<file path="src/logic/attn_cfg_pkg.sv">
package attn_cfg_pkg;

	// Features per token, also the side of the square weight matrix
	localparam int FEAT_N = 8;

	// One MAC lane per token row
	localparam int MAX_ROWS = 8;

	// Signed feature and weight width
	localparam int DATA_W = 8;

	// Eight 16-bit products summed need three extra bits
	localparam int ACC_W = 2 * DATA_W + $clog2(FEAT_N);

	// Width of the serial result port
	localparam int OUT_W = 64;

	// Serial load length and compute length
	localparam int LOAD_CYCLES = FEAT_N * FEAT_N;

	// Token count field, holds 1 to 8
	localparam int ROW_W = 4;

	// Column and feature index
	localparam int COL_W = $clog2(FEAT_N);

	// Lane select
	localparam int ROW_IDX_W = $clog2(MAX_ROWS);

	// Load and compute step counter
	localparam int STEP_W = $clog2(LOAD_CYCLES);

endpackage

</file>
<file path="src/logic/attn_bus_pkg.sv">
package attn_bus_pkg;

	import attn_cfg_pkg::*;

	// Broadcast from the feeder to all lanes
	typedef struct packed {
		logic clr;
		logic acc;
		logic signed [DATA_W-1:0] weight;
		logic [COL_W-1:0] col;
		// Entry j is the token operand for lane j
		logic [MAX_ROWS-1:0][DATA_W-1:0] op;
	} lane_feed_t;

	// Eight column sums of one token row
	typedef struct packed {
		logic [FEAT_N-1:0][ACC_W-1:0] acc;
	} lane_result_t;

	typedef struct packed {
		logic start;
		logic [ROW_W-1:0] t;
	} drain_cmd_t;

endpackage

</file>
<file path="src/logic/mac_lane.sv">
`timescale 1ns/1ps

module mac_lane (
	input  logic                                   clk,
	input  logic                                   rst_n,
	input  attn_bus_pkg::lane_feed_t               i_feed,
	input  logic signed [attn_cfg_pkg::DATA_W-1:0] i_lane_operand,
	output attn_bus_pkg::lane_result_t             o_result
);

	import attn_cfg_pkg::*;
	import attn_bus_pkg::*;

	logic signed [2*DATA_W-1:0] prod;
	lane_result_t acc_q;

	assign prod = i_lane_operand * $signed(i_feed.weight);

	// One column sum updated per step
	always_ff @(posedge clk or negedge rst_n) begin
		if (!rst_n) begin
			acc_q <= '0;
		end else if (i_feed.clr) begin
			acc_q <= '0;
		end else if (i_feed.acc) begin
			acc_q.acc[i_feed.col] <= $signed(acc_q.acc[i_feed.col]) + prod;
		end
	end

	assign o_result = acc_q;

endmodule

</file>
<file path="config.mk">
export PLATFORM = sky130hd
export DESIGN_NAME = mac_lane
export DESIGN_NICKNAME = d
export VERILOG_FILES = /design/src/logic/attn_cfg_pkg.sv /design/src/logic/attn_bus_pkg.sv /design/src/logic/mac_lane.sv
export SDC_FILE = /design/constraint.sdc
export NUM_CORES = 1
export LEC_CHECK = 0
export ABC_AREA = 0
export BUFFER_PORTS_ARGS = -buffer_cell sky130_fd_sc_hd__buf_2
export CAP_MARGIN = 25
export CORE_MARGIN = 8
export CORE_UTILIZATION = 40
export DETAILED_ROUTE_END_ITERATION = 7
export MAX_ROUTING_LAYER = met4
export PLACE_DENSITY = 0.71
export SLEW_MARGIN = 15
export SYNTH_ARGS = -nofsm -noshare
export SYNTH_HDL_FRONTEND = slang
export SYNTH_SLANG_ARGS = --single-unit
</file>
<file path="constraint.sdc">
create_clock -name clk -period 10.06 [get_ports clk]
set_input_delay 1.509 -clock clk [delete_from_list [all_inputs] [get_ports clk]]
set_output_delay 1.509 -clock clk [all_outputs]
set_load 0.05 [all_outputs]
</file>
==> metrics, run 1 <==
area growth from synthesis to layout 18.0%; fin util 0.478; Diodes inserted 0; hold path startpoint o_result[61]; CORE AREA between 20000 and 30000 um^2; RSZ-0062 raised after global routing no; # IOs 239; GRT Util Overall 0.223; Finish-stage setup viols 0; Comb pwr share 0.659; Min-Delay Path Class flip-flop to flip-flop; Pint 1.91 mW; switching power total 2.36 mW; Post-Syn Area 10200 um^2; final wirelength roughly 34 mm; Starting Density 0.405; register area share after synthesis 0.374; cts hold-fix bufs 0; row count 58; CTS tree yes; critical path arrival roughly 8 ns; final hold violations 0; number of flip-flops in the largest register 152; Final WS setup 2.24 ns; CP Max Fanout 29; Clk network pwr share 0.144; post-synth top area cell dfrtp_1; sequential power share 0.197; vias in the first global route 8532; largest net degree at the start of global routing 80; Die Wd 176 um; Netlist cell types 54; Syn Nets 1099; R2R Path End o_result[75]; register bit count reported by yosys 152; Iter 0 DRT Violations 789; clock root cell clkbuf_16; met3 Use GR 0.0505; critical path required time 10.42 ns; outcome finished, final reports clean; Final min period 7.82 ns; Worst Hold Depth 1; Peak VDD IR 357 uV; top cells by count, synth 152 x dfrtp_1, 147 x a22o_1, 91 x inv_1; I/O Buffers about 170; post-CTS setup repair buffer count 0; post-detail-place hpwl 24.7 mm; most frequent cell after synthesis dfrtp_1; met2 usage 0.331; Crit Reg-Reg Startpoint o_result[99]; die area 30800 um^2; Final ANT Viol Nets 0; vias per cell 6.00; asr flop ratio synth 1.00; Max Transition Viols Final 0; overflow left after global routing 0; worst hold path endpoint o_result[61]; First-pass DRT Iterations 5; Critical Path End Type flip-flop; fmax 0.128 GHz; Fill cells ~2300; htree depth 4; Max-Cap Viols 0; Slew @ Worst Pin 1.01 ns; die height 176 um; Startpoint Class input pin; detailed-route wire length per cell 24.1 um; dpl ws 1.91 ns; clk slew on worst S/H paths roughly 0.06 ns; P_leak 6.30 nW; top_reg_cell synth dfrtp_1; fin crit share 0.777; top-area cell type share of the netlist area 0.374; initial antenna violation count 0; global-route wire length before repair 51.7 mm; clock buffer depth 2; via count 8372; Skew-Pair Late Insertion Delay 0.44 ns; TNS Setup 0 ns; GR peak layer met2; Pwr Density roughly 360 nW/um^2; routing usage on met1 0.297; reg2reg path depth 21; Synth area leaders dfrtp_1 37%, fa_1 17%, a22o_1 13%; nets ~1300; Clock Skews between 0.01 and 0.015 ns; share of layout cells above drive strength 1 0.248; reg-to-reg slack, setup roughly 4.1 ns; # DRC 0; Post-Syn Area per Cell between 10 and 15 um^2; WS Path Type input pin to flip-flop; Min Hold Slack 0.520 ns; CTS buffer count 17; routability cong. 0.863; switching fraction of total power 0.552; relative slew slack 0.321; Yosys warning count 0; EDFF count, synth 0; Syn Inst Count 884; cts repair resizes 0; Num Clock Sinks 152
per-layer routing:
layer / vias up / routed length (um)
met2: 534 / 15300
li1: 3510 / -
met4: 0 / 1080
met5: - / 0
met3: 66 / 3570
met1: 4262 / 13600
worst max-delay path by stage:
| stage | start | endpoint |
|---|---|---|
| floorplan | i_feed[64] | o_result[111] |
| global placement | i_feed[64] | o_result[54] |
| detailed placement | i_feed[64] | o_result[73] |
| CTS | i_feed[64] | o_result[73] |
| global route | i_feed[64] | o_result[54] |
| finish | i_feed[65] | o_result[11] |
per-stage QoR:
step | total power, mW | instance area, um^2 | std cells
floorplan | 2.84 | 10200 | 884
global placement | 3.58 | 11400 | 1361
detailed placement | 3.62 | 11400 | 1362
CTS | 4.24 | 12000 | 1394
global route | 4.53 | 12000 | 1395
finish | 4.27 | 12000 | 1395
power by group through the flow:
stage                     logic [mW]  registers (mW)  clock network, mW
final                           2.81           0.841              0.614
after CTS                       2.79           0.835              0.613
after floorplan                 1.64            1.20                  0
after global placement          2.74           0.844                  0
after detailed placement        2.78           0.844                  0
after global routing            3.04           0.850              0.637
cells in the final DEF (no fill, tap or decap), types with 9 or more instances in the layout:
cell,instances
a21oi_1,20
a221o_1,9
a22o_1,147
a22oi_1,9
and2_1,34
buf_2,173
buf_4,21
clkbuf_16,17
dfrtp_1,152
fa_1,84
ha_1,44
inv_1,91
mux2_2,9
mux2i_1,23
mux4_2,10
nand2_1,44
nand3_1,11
nor2_1,34
nor3_1,10
o21ai_0,9
xnor2_1,14
logic make-up after synthesis:
| group | share of synthesized area |
|---|---|
| compound gates | 0.201 |
| flops | 0.374 |
| simple gates | 0.0708 |
| buf+inv | 0.0558 |
| fa+ha+maj | 0.219 |
| mux | 0.0624 |
| xor+xnor | 0.0170 |
final cells by class:
type,instances,area [um^2],share of cell area
repair buffers,196,1050,0.0874
well taps,330,413,0.0344
multi-input cells,591,5840,0.486
flip-flops and latches,152,3800,0.317
clock inverters,13,114,0.00948
clock buffers,19,443,0.0369
inverters,94,353,0.0294
critical path, cell delays in order:
cell and delay, ns:
buf_2 0.54, nor2b_1 0.79, a22oi_1 0.22, a21oi_1 0.18
a21oi_1 0.14, fa_1 0.60, inv_1 0.06, fa_1 0.50
inv_1 0.05, fa_1 0.53, inv_1 0.05, fa_1 0.38
fa_1 0.47, ha_1 0.35, o21ai_0 0.10, o21bai_1 0.23
o311a_1 0.29, nor2_1 0.08, xnor2_1 0.79, a22o_1 0.29
Note: power is estimated with default switching activity, not from simulation.
==> inputs of run 2 (changes only) <==
- clock period: 10.06 -> 7.9 ns (I/O delays scaled with it)
==> run 2 against run 1 <==
  * Global-route usage up 0.16 points
  * Sequential cell count unchanged
  * Routed wire length fell by 0.73%
  * Sequential power is 27% higher
  * Setup slack worse by 1.3 ns
==> metrics, run 2 (synthesis gave the netlist of run 1 again) <==
CP Max Fanout 18 (-38%); commonest non-fill, non-tap cell in the layout buf_2; critical path arrival 7.29 ns (-0.89 ns); clock buffer depth 2 (unchanged); WS Path Type input pin to flip-flop; Crit Reg-Reg Startpoint o_result[99]; critical path required time 8.27 ns (-2.15 ns); I/O Buffers 174 (unchanged); Clock Skews 0.0130 ns (-0.00103 ns); Pwr Density 455 nW/um^2 (+28%); initial antenna violation count 0 (unchanged); vias in the first global route 8642 (+1.3%); Diodes inserted 0 (unchanged); Final ANT Viol Nets 0 (unchanged); post-detail-place hpwl 25.0 mm (+1.0%); Min-Delay Path Class flip-flop to flip-flop; detailed-route wire length per cell 23.7 um (-1.6%); # DRC 0 (unchanged); post-CTS setup repair buffer count 0 (unchanged); Min Hold Slack 0.519 ns (-0.000886 ns); reg2reg path depth 21 (unchanged); clk slew on worst S/H paths 0.07 ns (about the same); final hold violations 0 (unchanged); global-route wire length before repair 51.8 mm (+0.29%); commonest non-fill, non-tap cells in the layout 173 x buf_2, 152 x dfrtp_1, 147 x a22o_1; vias per cell 5.99 (-0.20%); Peak VDD IR 500 uV (+40%); Starting Density 0.405 (unchanged); final wirelength 33.3 mm (-0.73%); row count 58 (unchanged); fin crit share 0.876; CTS buffer count 17 (unchanged); Worst Hold Depth 1 (unchanged); Num Clock Sinks 152 (unchanged); Max Transition Viols Final 0 (unchanged); cts repair resizes 0 (unchanged); routability cong. 0.892 (+3.4%); TNS Setup 0 ns (unchanged); clock root cell clkbuf_16; Finish-stage setup viols 0 (unchanged); dpl ws 0.579 ns (-1.33 ns); CP startpoint i_feed[64]; RSZ-0062 raised after global routing no; outcome finished, final reports clean; htree depth 4 (unchanged); CTS tree yes; # IOs 239 (unchanged); Iter 0 DRT Violations 783 (-0.76%); hold path startpoint o_result[106]; Max-Cap Viols 0 (unchanged); Die Wd 176 um (unchanged); area growth from synthesis to layout 19.1%; Slew @ Worst Pin 0.961 ns (-0.0510 ns); die area 30800 um^2 (unchanged); Startpoint Class input pin; GRT Util Overall 0.224 (+0.00158); worst hold path endpoint o_result[106]; Critical Path End Type flip-flop; overflow left after global routing 0 (unchanged); CORE AREA 25100 um^2 (unchanged); share of layout cells above drive strength 1 0.258 (+0.0100); die height 176 um (unchanged); reg-to-reg slack, setup 1.99 ns (-2.10 ns); cts hold-fix bufs 0 (unchanged); nets 1280 (+1.0%); First-pass DRT Iterations 5 (unchanged); relative slew slack 0.355 (+0.0342); R2R Path End o_result[75]; Final min period ~7 ns; Final WS setup 0.979 ns (-1.26 ns); via count 8433 (+0.73%); P_leak 6.38 nW (+1.4%); largest net degree at the start of global routing 82 (+2.5%); fmax 0.144 GHz; Skew-Pair Late Insertion Delay 0.43 ns (about the same); number of flip-flops in the largest register 152 (unchanged)
## run 2: cell types whose count changed in the layout (fill, tap and decap cells not counted), sizes merged
cell,change
buf,+13
bufinv,+1
clkbuf,-1
clkinv,+4
clkinvlp,-3
inv,-1
## run 2: area by class of cell
type / count / area (um^2)
Sequential cell: 152 / 3800
Timing Repair Buffer: 209 / 1150
Fill cell: 2329 / 13000
Multi-Input combinational cell: 591 / 5830
Clock inverter: 14 / 138
Inverter: 94 / 353
Clock buffer: 18 / 439
Tap cell: 330 / 413
## run 2: worst max-delay path, cell delays in order
cell	delay, ns
buf_2	0.38
buf_4	0.33
mux2i_1	0.21
nor2_1	0.06
a21oi_1	0.11
nor2_1	0.05
a221oi_1	0.48
fa_1	0.28
inv_1	0.06
fa_1	0.53
inv_1	0.06
fa_1	0.52
inv_1	0.05
fa_1	0.38
fa_1	0.46
ha_1	0.35
o21ai_0	0.11
o21bai_1	0.22
o311a_1	0.28
a31oi_4	0.13
xnor2_1	0.76
a22o_1	0.27
## run 2: where the power goes
part | internal [mW] | total (mW) | switching [mW]
registers | 0.920 | 1.07 | 0.154
clock network | 0.450 | 0.804 | 0.354
logic | 1.16 | 3.65 | 2.48
total | 2.53 | 5.52 | 2.99
## run 2: worst max path at each step
| stage | end | slack (ns) |
|---|---|---|
| 6_report | o_result[13] | 0.98 |
| 5_1_grt | o_result[54] | 0.66 |
| 4_1_cts | o_result[75] | 0.99 |
| 3_5_place_dp | o_result[75] | 0.58 |
| 3_3_place_gp | o_result[54] | 0.60 |
| 2_1_floorplan | o_result[54] | 1.20 |
## run 2: stage by stage
| step | power [mW] | cells | util | area (um^2) |
|---|---|---|---|---|
| 2_1_floorplan | 3.62 | 884 | - | 10200 |
| 3_3_place_gp | 4.65 | 1374 | 0.459 | 11500 |
| 3_5_place_dp | 4.69 | 1375 | 0.459 | 11500 |
| 4_1_cts | 5.51 | 1407 | 0.482 | 12100 |
| 5_1_grt | 5.86 | 1408 | 0.483 | 12100 |
| 6_report | 5.52 | 1408 | 0.483 | 12100 |
## run 2: layer usage
layer	wire [um]	track usage	vias up	part of all wire
li1	-	-	3532	-
met1	13500	0.296	4299	0.41
met2	15200	0.338	510	0.46
met3	3190	0.0429	92	0.096
met4	1350	0.0865	0	0.040
met5	0	-	-	0
