`src/logic/attn_cfg_pkg.sv`:
```
package attn_cfg_pkg;

	// Features per token, also the side of the square weight matrix
	localparam int FEAT_N = 8;

	// One MAC lane per token row
	localparam int MAX_ROWS = 8;

	// Signed feature and weight width
	localparam int DATA_W = 8;

	// Eight 16-bit products summed need three extra bits
	localparam int ACC_W = 2 * DATA_W + $clog2(FEAT_N);

	// Width of the serial result port
	localparam int OUT_W = 64;

	// Serial load length and compute length
	localparam int LOAD_CYCLES = FEAT_N * FEAT_N;

	// Token count field, holds 1 to 8
	localparam int ROW_W = 4;

	// Column and feature index
	localparam int COL_W = $clog2(FEAT_N);

	// Lane select
	localparam int ROW_IDX_W = $clog2(MAX_ROWS);

	// Load and compute step counter
	localparam int STEP_W = $clog2(LOAD_CYCLES);

endpackage

```
`src/logic/attn_bus_pkg.sv`:
```
package attn_bus_pkg;

	import attn_cfg_pkg::*;

	// Broadcast from the feeder to all lanes
	typedef struct packed {
		logic clr;
		logic acc;
		logic signed [DATA_W-1:0] weight;
		logic [COL_W-1:0] col;
		// Entry j is the token operand for lane j
		logic [MAX_ROWS-1:0][DATA_W-1:0] op;
	} lane_feed_t;

	// Eight column sums of one token row
	typedef struct packed {
		logic [FEAT_N-1:0][ACC_W-1:0] acc;
	} lane_result_t;

	typedef struct packed {
		logic start;
		logic [ROW_W-1:0] t;
	} drain_cmd_t;

endpackage

```
`src/logic/result_drain.sv`:
```
`timescale 1ns/1ps

module result_drain (
	input  logic                                                    clk,
	input  logic                                                    rst_n,
	input  attn_bus_pkg::drain_cmd_t                                i_drain_cmd,
	input  attn_bus_pkg::lane_result_t [attn_cfg_pkg::MAX_ROWS-1:0] i_results,
	input  logic                                                    i_busy,
	output logic                                                    o_out_valid,
	output logic signed [attn_cfg_pkg::OUT_W-1:0]                   o_out_data,
	output logic                                                    o_done
);

	import attn_cfg_pkg::*;
	import attn_bus_pkg::*;

	logic [ROW_W-1:0] row;
	logic [ROW_W-1:0] t_reg;
	logic [COL_W-1:0] col;
	logic start_ok;
	logic emit;
	lane_result_t cur_row;
	logic signed [ACC_W-1:0] cur_acc;

	// Pointer rests at (0, 0) between blocks
	assign cur_row = i_results[row[ROW_IDX_W-1:0]];
	assign cur_acc = cur_row.acc[col];

	assign start_ok = i_drain_cmd.start && i_busy && !o_out_valid;
	// Row reaching T means every row has been sent
	assign emit = start_ok || (o_out_valid && row != t_reg);

	always_ff @(posedge clk or negedge rst_n) begin
		if (!rst_n) begin
			o_out_valid <= 1'b0;
			o_out_data <= '0;
			o_done <= 1'b0;
			row <= '0;
			col <= '0;
			t_reg <= '0;
		end else begin
			o_done <= 1'b0;
			if (start_ok) begin
				t_reg <= i_drain_cmd.t;
			end
			if (emit) begin
				o_out_valid <= 1'b1;
				o_out_data <= OUT_W'(cur_acc);
				col <= col + 1'b1;
				if (col == COL_W'(FEAT_N - 1)) begin
					row <= row + 1'b1;
				end
			end else begin
				o_out_valid <= 1'b0;
				o_out_data <= '0;
				row <= '0;
				col <= '0;
				if (o_out_valid) begin
					o_done <= 1'b1;
				end
			end
		end
	end

endmodule

```
`config.mk`:
```
export PLATFORM = sky130hd
export DESIGN_NAME = result_drain
export DESIGN_NICKNAME = d
export VERILOG_FILES = /design/src/logic/attn_cfg_pkg.sv /design/src/logic/attn_bus_pkg.sv /design/src/logic/result_drain.sv
export SDC_FILE = /design/constraint.sdc
export NUM_CORES = 1
export LEC_CHECK = 0
export BUFFER_PORTS_ARGS = -buffer_cell sky130_fd_sc_hd__buf_4
export CAP_MARGIN = 15
export CORE_AREA = 3 3 495 497
export DETAILED_ROUTE_END_ITERATION = 8
export DIE_AREA = 0 0 498 500
export PLACE_DENSITY = 0.3
export SLEW_MARGIN = 20
export SYNTH_ARGS = -nofsm -noshare
export SYNTH_HDL_FRONTEND = slang
export SYNTH_SLANG_ARGS = --single-unit
```
`constraint.sdc`:
```
create_clock -name clk -period 2.2 [get_ports clk]
set_input_delay 0.11 -clock clk [delete_from_list [all_inputs] [get_ports clk]]
set_output_delay 0.11 -clock clk [all_outputs]
set_load 0.03 [all_outputs]
```
==> results.yml, run 1 <==
cells_and_area:
  finalNetCount: 3459
  area_growth_pct: 149.9
  largest_reg_flops: 19
  drive_gt1_frac: 0.8854
  finish.utilization: 0.1169
timing:
  fmax_mhz: 408.4
  setup_tns_ns: -3.541
  fin_crit_sh: 1.113
  fin_skew_ns: 0.02453
  worst_slack_ns: -0.2484
  rsz0062_at_grt: "true"
  hold_slack_ns: 0.04068
  hold_viol: 0
  final_max_slew_viol_count: 0
  setup_viol: 19
  final.min_clock_period_ns: 2.448
  relSlewSlack: 0.5527
  worstMarginPinSlew_ns: 0.6710
pwr:
  ir_worst_vdd_mv: 0.4855
  cellLeakagePower_nw: 10.88
  power.density_nw_per_um2: 736.6
  total_power_w: 0.02073
yosys:
  ys_top_cells_by_count: "mux4_2, mux2i_1, o22ai_1"
  synth_cell_types: 47
  avgSynthCellArea_um2: 13.52
  yosysTopAreaCellShare: 0.5899
  yosysMostFrequentCell: "mux4_2"
  synth-edff-count: 0
  synth_ff_type: "dfrtp_1"
  ys_seq_elements: 32
  synthTopCellsByArea: "mux4_2, mux2i_1, dfrtp_1"
  ys_warn_count: 0
  synth_top_area_cell: "mux4_2"
  synth_nets: 2060
  syn_inst: 833
  syn_area_um2: 11260
  ys_seq_area_frac: 0.07110
  synthArstFlopShare: 1.000
critical_path:
  worstPathMaxFanout: 11
  path_buf_inv: 4
  max_stage_delay_ns: 0.58
  crit_chain: "buf_12 -> buf_16 -> buf_16 -> mux4_2 -> mux2i_4 -> buf_6 -> nand2_1 -> a32oi_1 -> nor2_1"
  reg2reg_depth: 9
  crit_arrival_ns: 2.66
  crit_type: "reg2reg"
  cp-end-kind: "register"
  critPathRequiredTime_ns: 2.41
  crit_cells: 9
  cp_common_cell: "buf_16"
  slowest_stage: "mux4_2"
  critPathTopFamily: "multiplexers"
  critPathLaunchType: "register"
outcome:
  violations: "negative setup slack"
  outcome: "finished with violations"
clock_tree:
  clk_pin_slew_ns: 0.08
  root_buffer: "clkbuf_16"
  clk_latency_ns: 0.32
  clockBufferDepth: 2
  htree_levels: 2
  cts_tree: "yes"
  cts_buffers: 5
  clock_sinks: 32
drt:
  num_vias: 17195
  drc: 0
  firstDrtPassIters: 4
  via_per_inst: 3.127
  finalWirelength_mm: 225.9
  wl_per_cell_um: 41.09
  ant_nets: 0
  drt_iter0_drc: 1299
global_routing:
  overflow: 0
  grt_use_met2: 0.2829
  grt_pass1_wl_mm: 264.6
  top_usage_layer: "met2"
  grt_util_met3: 0.1262
  first_global_vias: 17638
  grt_max_degree: 47
  antenna_found_initial: 366
  gr-usage-met1: 0.1846
  grt.total_usage: 0.1735
min_path:
  holdPathStages: 2
  hp-class: "in2reg"
place:
  hpwl_mm: 209.9
  gp_congestion: 0.9137
  io_buffer_count: 1289
  place_ws_ns: -0.6347
floorplan:
  core_um2: 240800
  ios: 1290
  die_area_um2: 249000
  die_x_um: 498
  rows: 180
  start_util: 0.04678
  die_h_um: 500
flow_run:
  maxCapViolations: 0
==> power breakdown <==
group	internal, W	total, W	switching (W)	leakage, nW
Clock	0.000600	0.000985	0.000385	0.0906
Sequential	0.000880	0.00117	0.000289	0.389
Combinational	0.00898	0.0186	0.00960	10.4
Total	0.0105	0.0207	0.0103	10.9
==> layer usage <==
layer / part of all wire / up-vias
li1: - / 6617
met1: 0.36 / 8438
met2: 0.45 / 1318
met3: 0.16 / 520
met4: 0.019 / 302
met5: 0.0086 / -
==> final cells by class <==
class,count,area (um^2)
Fill cell,27547,212600
Timing Repair Buffer,1546,12830
Multi-Input combinational cell,643,10110
Tap cell,3185,3985
Sequential cell,32,818.3
Antenna cell,81,202.7
Clock buffer,7,152.6
Clock inverter,1,30.03
Inverter,4,15.01
==> final timing paths <==
kind	startpoint	endpoint	slack (ns)
setup reg to reg	row[0]	o_out_data[5]	-0.25
max in group asynchronous	rst_n	row[1]	1.29
min in group asynchronous	rst_n	o_out_data[2]	0.33
hold reg to reg	t_reg[0]	t_reg[0]	0.51
hold / removal	i_drain_cmd[3]	t_reg[3]	0.04
setup / recovery	row[0]	o_out_data[5]	-0.25
==> through the flow <==
step,area (um^2),instances
floorplan,11260,833
finish,28150,5499
global route,28000,5439
global placement,25970,5361
detailed placement,25980,5361
CTS,27680,5408
==> timing repair <==
| item | in CTS | in global routing |
|---|---|---|
| pin swaps | 14 | 12 |
| hold buffers | 1 | 0 |
| setup endpoints to repair | 19 | 23 |
| cloned | 11 | 2 |
| buffers inserted | 32 | 8 |
| resized for setup | 176 | 27 |
| hold endpoints to repair | 32 | 0 |
==> cell families after synthesis <==
kind of cell	Yosys count	share of synthesized area
mux	390	0.6762
buf+inv	158	0.1091
compound gates	156	0.09631
simple gates	90	0.04088
flops	32	0.07110
xor+xnor	4	0.003110
fa+ha+maj	3	0.003333
==> placed cells by master, fill, tap and decap left out, drive strengths merged, types with 2 or more instances in the layout <==
cell     instances
a2111oi          2
a211oi          35
a21oi           16
a22oi            6
a31o             7
a31oi            2
a32oi           12
and2             4
and3             7
buf           1538
bufbuf           5
clkbuf           9
dfrtp           32
diode           81
ha               3
inv              4
mux2             4
mux2i           90
mux4           296
nand2           29
nand2b           5
nand3            5
nand3b           3
nor2            21
nor2b            5
nor3b            2
o22ai           72
or3              2
or3b             3
xnor2            4
Note: power is estimated with default switching activity, not from simulation.
==> inputs of run 2 (changes only) <==
- REMOVE_ABC_BUFFERS: not set -> 1
==> results.yml, run 2 (synthesis gave the netlist of run 1 again) <==
clock_tree:
  clk_latency_ns: 0.36
  cts_buffers: 5
  htree_levels: 2
  clockBufferDepth: 2
  root_buffer: "clkbuf_16"
  clock_sinks: 32
  clk_pin_slew_ns: 0.08
  cts_tree: "yes"
place:
  dp_cells: 5354
  io_buffer_count: 1289
  gp_congestion: 0.9386
  hpwl_mm: 199.1
global_routing:
  grt_util_met3: 0.1152
  antenna_found_initial: 267
  top_usage_layer: "met2"
  first_global_vias: 17589
  overflow: 0
  gr-usage-met1: 0.1765
  grt_max_degree: 47
  grt.total_usage: 0.1664
  grt_pass1_wl_mm: 255.1
  grt_use_met2: 0.2785
drt:
  num_vias: 16993
  finalWirelength_mm: 216.4
  drt_iter0_drc: 1060
  ant_nets: 0
  firstDrtPassIters: 5
  via_per_inst: 3.082
  wl_per_cell_um: 39.25
  drc: 0
cells_and_area:
  final_cells: 5513
  finish.utilization: 0.1207
  drive_gt1_frac: 0.9003
  largest_reg_flops: 19
  area_growth_pct: 158.0
  final_common_cell: "buf_4"
  fill_cells: 27538
  final_cell_mix: "buf_4, mux4_2, buf_12, mux2i_1, buf_6"
  finalNetCount: 3503
critical_path:
  reg2reg_depth: 9
  critPathLaunchType: "register"
  worstPathMaxFanout: 10
  r2r_slack_ns: -0.29
  reg2reg_to: "o_out_data[0]"
  crit_type: "reg2reg"
  crit_arrival_ns: 2.72
  critPathRequiredTime_ns: 2.43
  rr_startpoint: "row[0]"
  cp-end-kind: "register"
pwr:
  cellLeakagePower_nw: 11.27
  internal_power_w: 0.01132
  ir_worst_vdd_mv: 0.6625
  switching_share: 0.4889
  p_switching_w: 0.01083
  power.density_nw_per_um2: 762.2
  p_seq_frac: 0.054
  clockPowerShare: 0.046
  pwr-share-comb: 0.899
  total_power_w: 0.02215
floorplan:
  rows: 180
  die_x_um: 498
  core_um2: 240800
  ios: 1290
  die_area_um2: 249000
  start_util: 0.04678
  die_h_um: 500
timing:
  fin_crit_sh: 1.130
  fmax_mhz: 402.3
  final.min_clock_period_ns: 2.486
  worstMarginPinSlew_ns: 0.6689
  rsz0062_at_grt: "true"
  final_max_slew_viol_count: 0
  hold_slack_ns: 0.3079
  fin_skew_ns: 0.01971
  hold_viol: 0
  relSlewSlack: 0.5541
  worst_slack_ns: -0.2858
  setup_viol: 19
outcome:
  violations: "negative setup slack"
  outcome: "finished with violations"
flow_run:
  maxCapViolations: 0
min_path:
  hp-class: "in2async"
[run 2: power by group through the flow]
stage / clock network [W] / logic, W / registers (W)
after CTS: 0.00112 / 0.0199 / 0.00126
after detailed placement: 0 / 0.0171 / 0.00129
after global routing: 0.00112 / 0.0210 / 0.00125
after global placement: 0 / 0.0172 / 0.00130
final: 0.00103 / 0.0199 / 0.00120
after floorplan: 0 / 0.00444 / 0.00227
[run 2: critical path, cell delays in order (launching register included)]
cell and delay (ns):
dfrtp_4 0.46, buf_12 0.13, buf_16 0.14, buf_12 0.14
buf_12 0.16, mux4_2 0.59, o22ai_4 0.17, nor4_4 0.06
a31o_1 0.29, a22o_1 0.20
[run 2: through the flow]
step / setup TNS, ns / worst slack (ns) / instance area [um^2]
after floorplan: -545.38 / -9.523 / 10050
after global placement: -12.46 / -1.073 / 26030
after detailed placement: -10.75 / -0.7334 / 26030
after CTS: -4.422 / -0.3396 / 28250
after global routing: -5.266 / -0.3228 / 28960
final: -3.555 / -0.2858 / 29060
[run 2: cell type report]
cell class / count / area [um^2] / area share
Tap cell: 3185 / 3985 / 0.1371
Timing Repair Buffer: 1590 / 13520 / 0.4653
Sequential cell: 32 / 818.3 / 0.02815
Multi-Input combinational cell: 643 / 10420 / 0.3583
Antenna cell: 51 / 127.6 / 0.004391
Inverter: 4 / 27.53 / 0.0009471
Clock inverter: 3 / 42.54 / 0.001464
Clock buffer: 5 / 125.1 / 0.004305
[run 2: worst max-delay path by stage]
| stage | start | cells past startpoint | slack (ns) | endpoint |
|---|---|---|---|---|
| floorplan | row[0] | 5 | -9.52 | o_out_data[15] |
| CTS | row[1] | 7 | -0.34 | o_out_data[0] |
| finish | row[0] | 9 | -0.29 | o_out_data[0] |
| global route | row[1] | 7 | -0.32 | o_out_data[0] |
| global placement | row[1] | 8 | -1.07 | o_out_data[9] |
| detailed placement | row[1] | 8 | -0.73 | o_out_data[12] |
[run 2: metal layers]
metal / part of all wire / up-vias
met2: 0.46 / 1253
met1: 0.36 / 8414
met4: 0.017 / 254
met5: 0.0076 / -
met3: 0.15 / 431
li1: - / 6641
[run 2: timing repair]
action / 4_1_cts / 5_1_grt
pin swaps: 40 / 45
hold buffers: 5 / 0
setup buffers: 54 / 33
hold endpoints to repair: 27 / 0
setup endpoints to repair: 27 / 24
cloned: 13 / 4
gates resized for setup: 210 / 84
