<file path="src/logic/attn_cfg_pkg.sv">
package attn_cfg_pkg;

	// Features per token, also the side of the square weight matrix
	localparam int FEAT_N = 8;

	// One MAC lane per token row
	localparam int MAX_ROWS = 8;

	// Signed feature and weight width
	localparam int DATA_W = 8;

	// Eight 16-bit products summed need three extra bits
	localparam int ACC_W = 2 * DATA_W + $clog2(FEAT_N);

	// Width of the serial result port
	localparam int OUT_W = 64;

	// Serial load length and compute length
	localparam int LOAD_CYCLES = FEAT_N * FEAT_N;

	// Token count field, holds 1 to 8
	localparam int ROW_W = 4;

	// Column and feature index
	localparam int COL_W = $clog2(FEAT_N);

	// Lane select
	localparam int ROW_IDX_W = $clog2(MAX_ROWS);

	// Load and compute step counter
	localparam int STEP_W = $clog2(LOAD_CYCLES);

endpackage

</file>
<file path="src/logic/attn_bus_pkg.sv">
package attn_bus_pkg;

	import attn_cfg_pkg::*;

	// Broadcast from the feeder to all lanes
	typedef struct packed {
		logic clr;
		logic acc;
		logic signed [DATA_W-1:0] weight;
		logic [COL_W-1:0] col;
		// Entry j is the token operand for lane j
		logic [MAX_ROWS-1:0][DATA_W-1:0] op;
	} lane_feed_t;

	// Eight column sums of one token row
	typedef struct packed {
		logic [FEAT_N-1:0][ACC_W-1:0] acc;
	} lane_result_t;

	typedef struct packed {
		logic start;
		logic [ROW_W-1:0] t;
	} drain_cmd_t;

endpackage

</file>
<file path="src/logic/token_feeder.sv">
`timescale 1ns/1ps

module token_feeder (
	input  logic                                  clk,
	input  logic                                  rst_n,
	input  logic                                  i_in_valid,
	input  logic [attn_cfg_pkg::ROW_W-1:0]        i_t,
	input  logic signed [attn_cfg_pkg::DATA_W-1:0] i_in_data,
	input  logic signed [attn_cfg_pkg::DATA_W-1:0] i_weight,
	input  logic                                  i_done,
	output attn_bus_pkg::lane_feed_t              o_feed,
	output attn_bus_pkg::drain_cmd_t              o_drain_cmd,
	output logic                                  o_busy
);

	import attn_cfg_pkg::*;
	import attn_bus_pkg::*;

	typedef enum logic [1:0] {
		PH_IDLE,
		PH_LOAD,
		PH_COMPUTE
	} phase_t;

	phase_t phase;
	logic [STEP_W-1:0] step;
	logic [ROW_W-1:0] t_reg;
	logic busy;
	logic accept;
	logic [COL_W-1:0] feat;
	lane_feed_t feed_nxt;

	// Row-major X and W as they arrive
	logic signed [DATA_W-1:0] x_mem [LOAD_CYCLES];
	logic signed [DATA_W-1:0] w_mem [LOAD_CYCLES];

	// The drain's done pulse frees us on the same cycle
	assign accept = (phase == PH_IDLE) && i_in_valid && (!busy || i_done);

	// Step s reads input feature s/8
	assign feat = step[STEP_W-1:COL_W];

	// Step sits at zero in idle, so it addresses the store on the accept cycle too
	always_ff @(posedge clk) begin
		if (accept || phase == PH_LOAD) begin
			x_mem[step] <= i_in_data;
			w_mem[step] <= i_weight;
		end
	end

	always_comb begin
		feed_nxt = '0;
		feed_nxt.clr = accept;
		if (phase == PH_COMPUTE) begin
			feed_nxt.acc = 1'b1;
			feed_nxt.weight = w_mem[step];
			feed_nxt.col = step[COL_W-1:0];
			// Rows at or above T see a zero operand
			for (int j = 0; j < MAX_ROWS; j++) begin
				if (j < t_reg) begin
					feed_nxt.op[j] = x_mem[j * FEAT_N + int'(feat)];
				end
			end
		end
	end

	always_ff @(posedge clk or negedge rst_n) begin
		if (!rst_n) begin
			phase <= PH_IDLE;
			step <= '0;
			t_reg <= '0;
			busy <= 1'b0;
			o_feed <= '0;
			o_drain_cmd <= '0;
		end else begin
			o_feed <= feed_nxt;
			// Last accumulate is still on the bus after phase went idle
			o_drain_cmd.start <= o_feed.acc && (phase == PH_IDLE);
			o_drain_cmd.t <= t_reg;
			if (i_done) begin
				busy <= 1'b0;
			end
			if (accept || phase != PH_IDLE) begin
				step <= step + 1'b1;
			end
			case (phase)
				PH_IDLE: begin
					if (accept) begin
						t_reg <= i_t;
						busy <= 1'b1;
						phase <= PH_LOAD;
					end
				end
				PH_LOAD: begin
					if (step == STEP_W'(LOAD_CYCLES - 1)) begin
						phase <= PH_COMPUTE;
					end
				end
				PH_COMPUTE: begin
					if (step == STEP_W'(LOAD_CYCLES - 1)) begin
						phase <= PH_IDLE;
					end
				end
				default: begin
					phase <= PH_IDLE;
				end
			endcase
		end
	end

	assign o_busy = busy;

endmodule

</file>
<file path="config.mk">
export PLATFORM = sky130hd
export DESIGN_NAME = token_feeder
export DESIGN_NICKNAME = d
export VERILOG_FILES = /design/src/logic/attn_cfg_pkg.sv /design/src/logic/attn_bus_pkg.sv /design/src/logic/token_feeder.sv
export SDC_FILE = /design/constraint.sdc
export NUM_CORES = 1
export LEC_CHECK = 0
export ABC_AREA = 0
export BUFFER_PORTS_ARGS = -buffer_cell sky130_fd_sc_hd__buf_2
export CORE_ASPECT_RATIO = 2
export CORE_MARGIN = 4
export CORE_UTILIZATION = 30
export CTS_CLUSTER_DIAMETER = 100
export DETAILED_ROUTE_END_ITERATION = 10
export GPL_ROUTABILITY_DRIVEN = 0
export SLEW_MARGIN = 5
export SYNTH_ARGS = -nofsm -noshare
export SYNTH_HDL_FRONTEND = slang
export SYNTH_SLANG_ARGS = --single-unit
</file>
<file path="constraint.sdc">
create_clock -name clk -period 2.69 [get_ports clk]
set_clock_uncertainty 0.05 [all_clocks]
set_input_delay 0.4035 -clock clk [delete_from_list [all_inputs] [get_ports clk]]
set_output_delay 0.4035 -clock clk [all_outputs]
set_load 0.01 [all_outputs]
</file>
==> flow_summary.toml, run 1 <==
[yosys]
seq_area_frac_synth = 0.811
synthCells = 2179
syn_area_um2 = 40900
syn_area_per_cell_um2 = 18.8
ys_async_sr_fraction = 0.0849
yosys.area.top_type_share = 0.753
yosysTopAreaCell = "edfxtp_1"
post_synth_num_cell_types = 63
synthFlopType = "edfxtp_1"
ys_ff_latch = 1119
synth_edf_count = 1024
ys_warn_count = 0
synthTopCellsByArea = "edfxtp_1 (75%), dfrtp_1 (5.8%), a22oi_1 (4.5%)"
syn-num-nets = 2204

[global_route]
grt_pass1_wl_um = 174000
grt_usage = 0.171
grt_pass1_vias = 23402
grt_max_degree = 65
antenna_found_initial = 6
overflow = 0

[timing]
min_period_over_period = 1.01
final-max-slew-violation-count = 0
slew_headroom = 0.338
hold_viol = 0
setup_slack_ns = -0.0357
rsz0062_at_grt = "false"
min_period_ns = 2.73
final-setup-viol-count = 1
tightest_slew_ns = 0.993
fmax_mhz = 367

[clock_network]
cts_sinks = 1119
cts_buffer_depth = 3
cts_root_buffer = "clkbuf_16"
cts-buffers-inserted = 84
cts_max_level = 3
clkSlewWorstSetupHoldPaths_ns = 0.08
cts_tree = "built"
clock_latency_ns = 0.67

[cells_and_area]
reg_top3 = "w_mem: 512 flops, x_mem: 512 flops, o_feed: 77 flops"
finalCoreUtilization = 0.362
final_cell_mix = "edfxtp_1 (1024), a22oi_1 (246), buf_4 (186)"
fin_nets = 2531
drive_gt1_frac = 0.235
mostFrequentLayoutCell = "edfxtp_1"
area_growth_pct = 20.0

[power_and_ir_drop]
finalPower_w = 0.0324
ir_drop_mv = 0.550
power_density_nw_per_um2 = 661
power.leakage_nw = 16.1

[critical_path]
r2r_cells = 7
worstPathArrival_ns = 3.23
reg2reg_slack_ns = -0.04
r2r-start = "step[2]"
required_ns = 3.20
end_kind = "flip-flop"
worstSetupPathType = "reg -> reg"
r2r_end = "o_feed[74]"
crit_fanout = 15
cp-start-kind = "flip-flop"

[min_path]
worstHoldPathType = "in -> async"

[route]
ant_nets = 0
detail_route.wl_per_cell_um = 28.8
drt_iter0_markers = 2294
routed_via_density = 5.31
dr.pass1.iters = 6
route.detailed.drc = 0
routed_wl_um = 124000
vias = 22927

[job]
maxCapViolations = 0

[die]
dieWidth_um = 269
initial_utilization = 0.302
pin_count = 107
dieHeight_um = 530
fp-row-count = 191
core-area_um2 = 136000
die-area_um2 = 143000

[outcome]
outcome = "finished, violations left"
violations = "setup timing"

[place]
dp_hpwl_um = 81700
numPortBuffers = 106
cell families (layout without fill, tap and decap cells):
group / after synthesis / in the layout / share of synthesized area
AO/OA/AOI/OAI: 596 / 596 / 0.109
XOR/XNOR: 5 / 5 / 0.00107
adder cells (fa/ha/maj): 1 / 1 / 0.000306
buffers and inverters: 146 / 542 / 0.0168
flip-flops: 1119 / 1119 / 0.811
multiplexers: 108 / 108 / 0.0396
other: 0 / 3 / 0
AND/OR/NAND/NOR: 204 / 204 / 0.0229
how the worst max path moves through the flow:
stage	slack (ns)	start	cells after the start	to
3_3_place_gp	0.02	step[2]	8	o_feed[72]
5_1_grt	0.005	step[1]	9	o_feed[73]
2_1_floorplan	-0.09	step[2]	6	w_mem[0][0]
4_1_cts	0.05	step[2]	7	o_feed[74]
6_report	-0.04	step[2]	7	o_feed[74]
3_5_place_dp	-0.02	step[1]	9	o_feed[70]
Yosys cell counts, types with 3 or more instances:
cell type	count
a31oi_1	47
xnor2_1	3
and2_1	13
a32oi_1	7
a221oi_1	80
nor2_1	84
buf_1	7
mux2_2	12
buf_2	61
mux4_2	36
o221ai_1	3
clkbuf_1	64
nor2b_1	14
a22o_1	54
o22ai_1	9
a211oi_1	6
a41oi_1	27
and3_1	6
nor3_1	4
nand3_1	12
buf_4	7
nand2b_1	7
o211ai_1	9
mux4_1	4
dfrtp_1	95
a21oi_1	56
mux2i_1	55
buf_6	3
edfxtp_1	1024
a22oi_1	246
o21ai_0	30
a222oi_1	3
nand2_1	50
through the flow:
| step | TNS [ns] | area, um^2 | cells | hold slack (ns) | setup WS [ns] |
|---|---|---|---|---|---|
| after floorplan | -37.79 | 40900 | 2179 | 0.0579 | -0.0926 |
| after global placement | 0 | 46100 | 4150 | 0.284 | 0.0194 |
| after detailed placement | -0.0157 | 46100 | 4150 | 0.290 | -0.0157 |
| after CTS | 0 | 49000 | 4312 | 0.134 | 0.0481 |
| after global routing | 0 | 49000 | 4313 | 0.176 | 0.00545 |
| final | -0.0357 | 49000 | 4315 | 0.145 | -0.0357 |
area by class of cell:
| type | instances | area (um^2) |
|---|---|---|
| antenna | 3 | 7.51 |
| clock buffer | 100 | 2270 |
| clock inverter | 55 | 546 |
| fill | 12395 | 86500 |
| inverter | 2 | 7.51 |
| multi-input combinational | 914 | 7150 |
| sequential | 1119 | 33100 |
| tap | 1737 | 2170 |
| timing repair buffer | 385 | 3730 |
critical path, cell delays in order (launching register included):
cell and delay, ns:
dfrtp_4 0.55, buf_4 0.19, nor2b_2 0.21, buf_4 0.32, a221oi_1 0.20, o21ai_0 0.27
o2111ai_1 0.33, o41a_1 0.49
where the power goes:
part,switching (W),internal [W]
registers,0.00000345,0.0190
clock network,0.00611,0.00697
logic,0.000320,0.0000530
layer usage:
layer  vias up  routed length (um)  global-route usage
met2      1076               66900               0.319
met4         2                9170               0.108
met1     11864               41000               0.180
met3       333                7180              0.0222
met5         -                  13                   0
li1       9652                   -                   -
timing repair:
item,in CTS,in global routing
buffers inserted,0,0
gates resized for setup,2,2
endpoints found under the hold margin,99,0
hold buffers,7,0
cloned,0,0
setup endpoints to repair,2,2
Power figures use the tool's default switching activity.
==> inputs of run 2 (changes only) <==
- clock period: 2.69 -> 2.2 ns (I/O delays scaled with it)
==> flow_summary.toml, run 2 (synthesis gave the netlist of run 1 again) <==
[global_route]
antenna_found_initial = 2
overflow = 0
grt_pass1_wl_um = 174000
grt_usage = 0.170
grt_pass1_vias = 23974
grt_max_degree = 65

[route]
drt_iter0_markers = 2088
ant_nets = 0
dr.pass1.iters = 7
top_layer = "met4"
dr_wl_met3_um = 6390
routed_via_density = 5.25
vias = 23651
route.detailed.drc = 0
met2RoutedLength_um = 69500
detail_route.wl_per_cell_um = 27.7
wl_met1_um = 41000
routed_wl_um = 125000

[clock_network]
clkSlewWorstSetupHoldPaths_ns = 0.08
cts-buffers-inserted = 83
cts_root_buffer = "clkbuf_16"
cts_max_level = 3
clock_latency_ns = 0.66
cts_buffer_depth = 3
cts_tree = "built"
cts_sinks = 1119

[critical_path]
end_kind = "flip-flop"
worstSetupPathType = "reg -> reg"
worstPathArrival_ns = 2.97
required_ns = 2.75
cp-start-kind = "flip-flop"
crit_fanout = 6

[timing]
rsz0062_at_grt = "true"
hold_viol = 0
hold_slack_ns = 0.0613
tightest_slew_ns = 0.841
setup_slack_ns = -0.221
min_period_ns = 2.42
fmax_mhz = 413
min_period_over_period = 1.10
slew_headroom = 0.439
final-max-slew-violation-count = 0
final-setup-viol-count = 15
tns_ns = -1.42

[cells_and_area]
reg_top3 = "w_mem: 512 flops, x_mem: 512 flops, o_feed: 77 flops"
finalCoreUtilization = 0.387
mostFrequentLayoutCell = "edfxtp_1"
fin_nets = 2720
drive_gt1_frac = 0.326
final_cell_mix = "edfxtp_1 (1024), buf_4 (270), a22oi_1 (243)"
area_growth_pct = 28.5
instances_no_fill = 4504
nFillCells = 12050

[power_and_ir_drop]
ir_drop_mv = 0.604
power.leakage_nw = 17.4
power_density_nw_per_um2 = 753

[outcome]
outcome = "finished, violations left"
violations = "setup timing"

[die]
fp-row-count = 191
die-area_um2 = 143000
pin_count = 107
dieHeight_um = 530
core-area_um2 = 136000
dieWidth_um = 269
initial_utilization = 0.302

[place]
dp_hpwl_um = 82000
numPortBuffers = 106
dp.cells = 4246

[job]
maxCapViolations = 0

[min_path]
worstHoldPathType = "in -> reg"
run 2: cell types whose count changed in the layout (fill, tap and decap cells not counted), moves of 11 or more:
cell and change:
nor2_4 +62, buf_4 +84, a221oi_1 -17, a221oi_2 +12, nor2_1 -43, buf_6 +18
buf_12 +79, o21ai_0 -11, nor2_2 -19
run 2: layout make-up:
cell class              instances  area [um^2]  area share
diodes                          2         5.00   0.0000953
clock buffers                  98         2180      0.0414
clock inverters                57          619      0.0118
inverters                       2         7.51    0.000143
multi-input cells             914         8050       0.153
flip-flops and latches       1119        33100       0.631
well taps                    1737         2170      0.0414
repair buffers                575         6330       0.121
run 2: where the power goes:
part / switching [W] / internal [W]
clock network: 0.00737 / 0.00848
registers: 0.00000454 / 0.0232
logic: 0.000390 / 0.0000863
total: 0.00777 / 0.0318
run 2: layer usage:
| metal | global-route usage | vias up |
|---|---|---|
| met5 | 0 | - |
| met4 | 0.101 | 0 |
| met3 | 0.0197 | 276 |
| met2 | 0.325 | 967 |
| met1 | 0.175 | 12361 |
| li1 | - | 10047 |
run 2: worst paths after layout:
| kind | from | cells past startpoint | to | slack (ns) |
|---|---|---|---|---|
| worst max-delay path | step[0] | 8 | o_feed[72] | -0.22 |
| worst min-delay path | i_in_data[5] | 1 | x_mem[27][5] | 0.06 |
| worst max register to register | step[0] | 8 | o_feed[72] | -0.22 |
| worst min register to register | t_reg[0] | 0 | o_drain_cmd[0] | 0.43 |
| max in group asynchronous | rst_n | 3 | o_feed[37] | 1.23 |
| min in group asynchronous | rst_n | 2 | o_feed[50] | 0.16 |
run 2: through the flow:
stage | cell area, um^2 | setup WS, ns | total power, W
finish | 52500 | -0.221 | 0.0395
global route | 52500 | -0.262 | 0.0407
CTS | 52100 | -0.214 | 0.0398
detailed placement | 47600 | -0.480 | 0.0241
global placement | 47600 | -0.457 | 0.0241
floorplan | 41400 | -0.104 | 0.0237
run 2: repair_timing:
item                                    in CTS  in global routing
hold buffers                                 7                  0
gates resized for setup                     69                 62
pin swaps                                   45                 21
cloned                                       2                  3
buffers inserted                            81                  9
endpoints found under the setup margin    1017                249
endpoints found under the hold margin       45                  0
run 2: critical path: stages, from the launching register on:
cell	delay, ns
dfrtp_4	0.53
buf_2	0.18
buf_4	0.14
buf_4	0.13
or2_2	0.43
o22ai_1	0.20
a21oi_1	0.06
a21oi_1	0.42
o41a_1	0.23
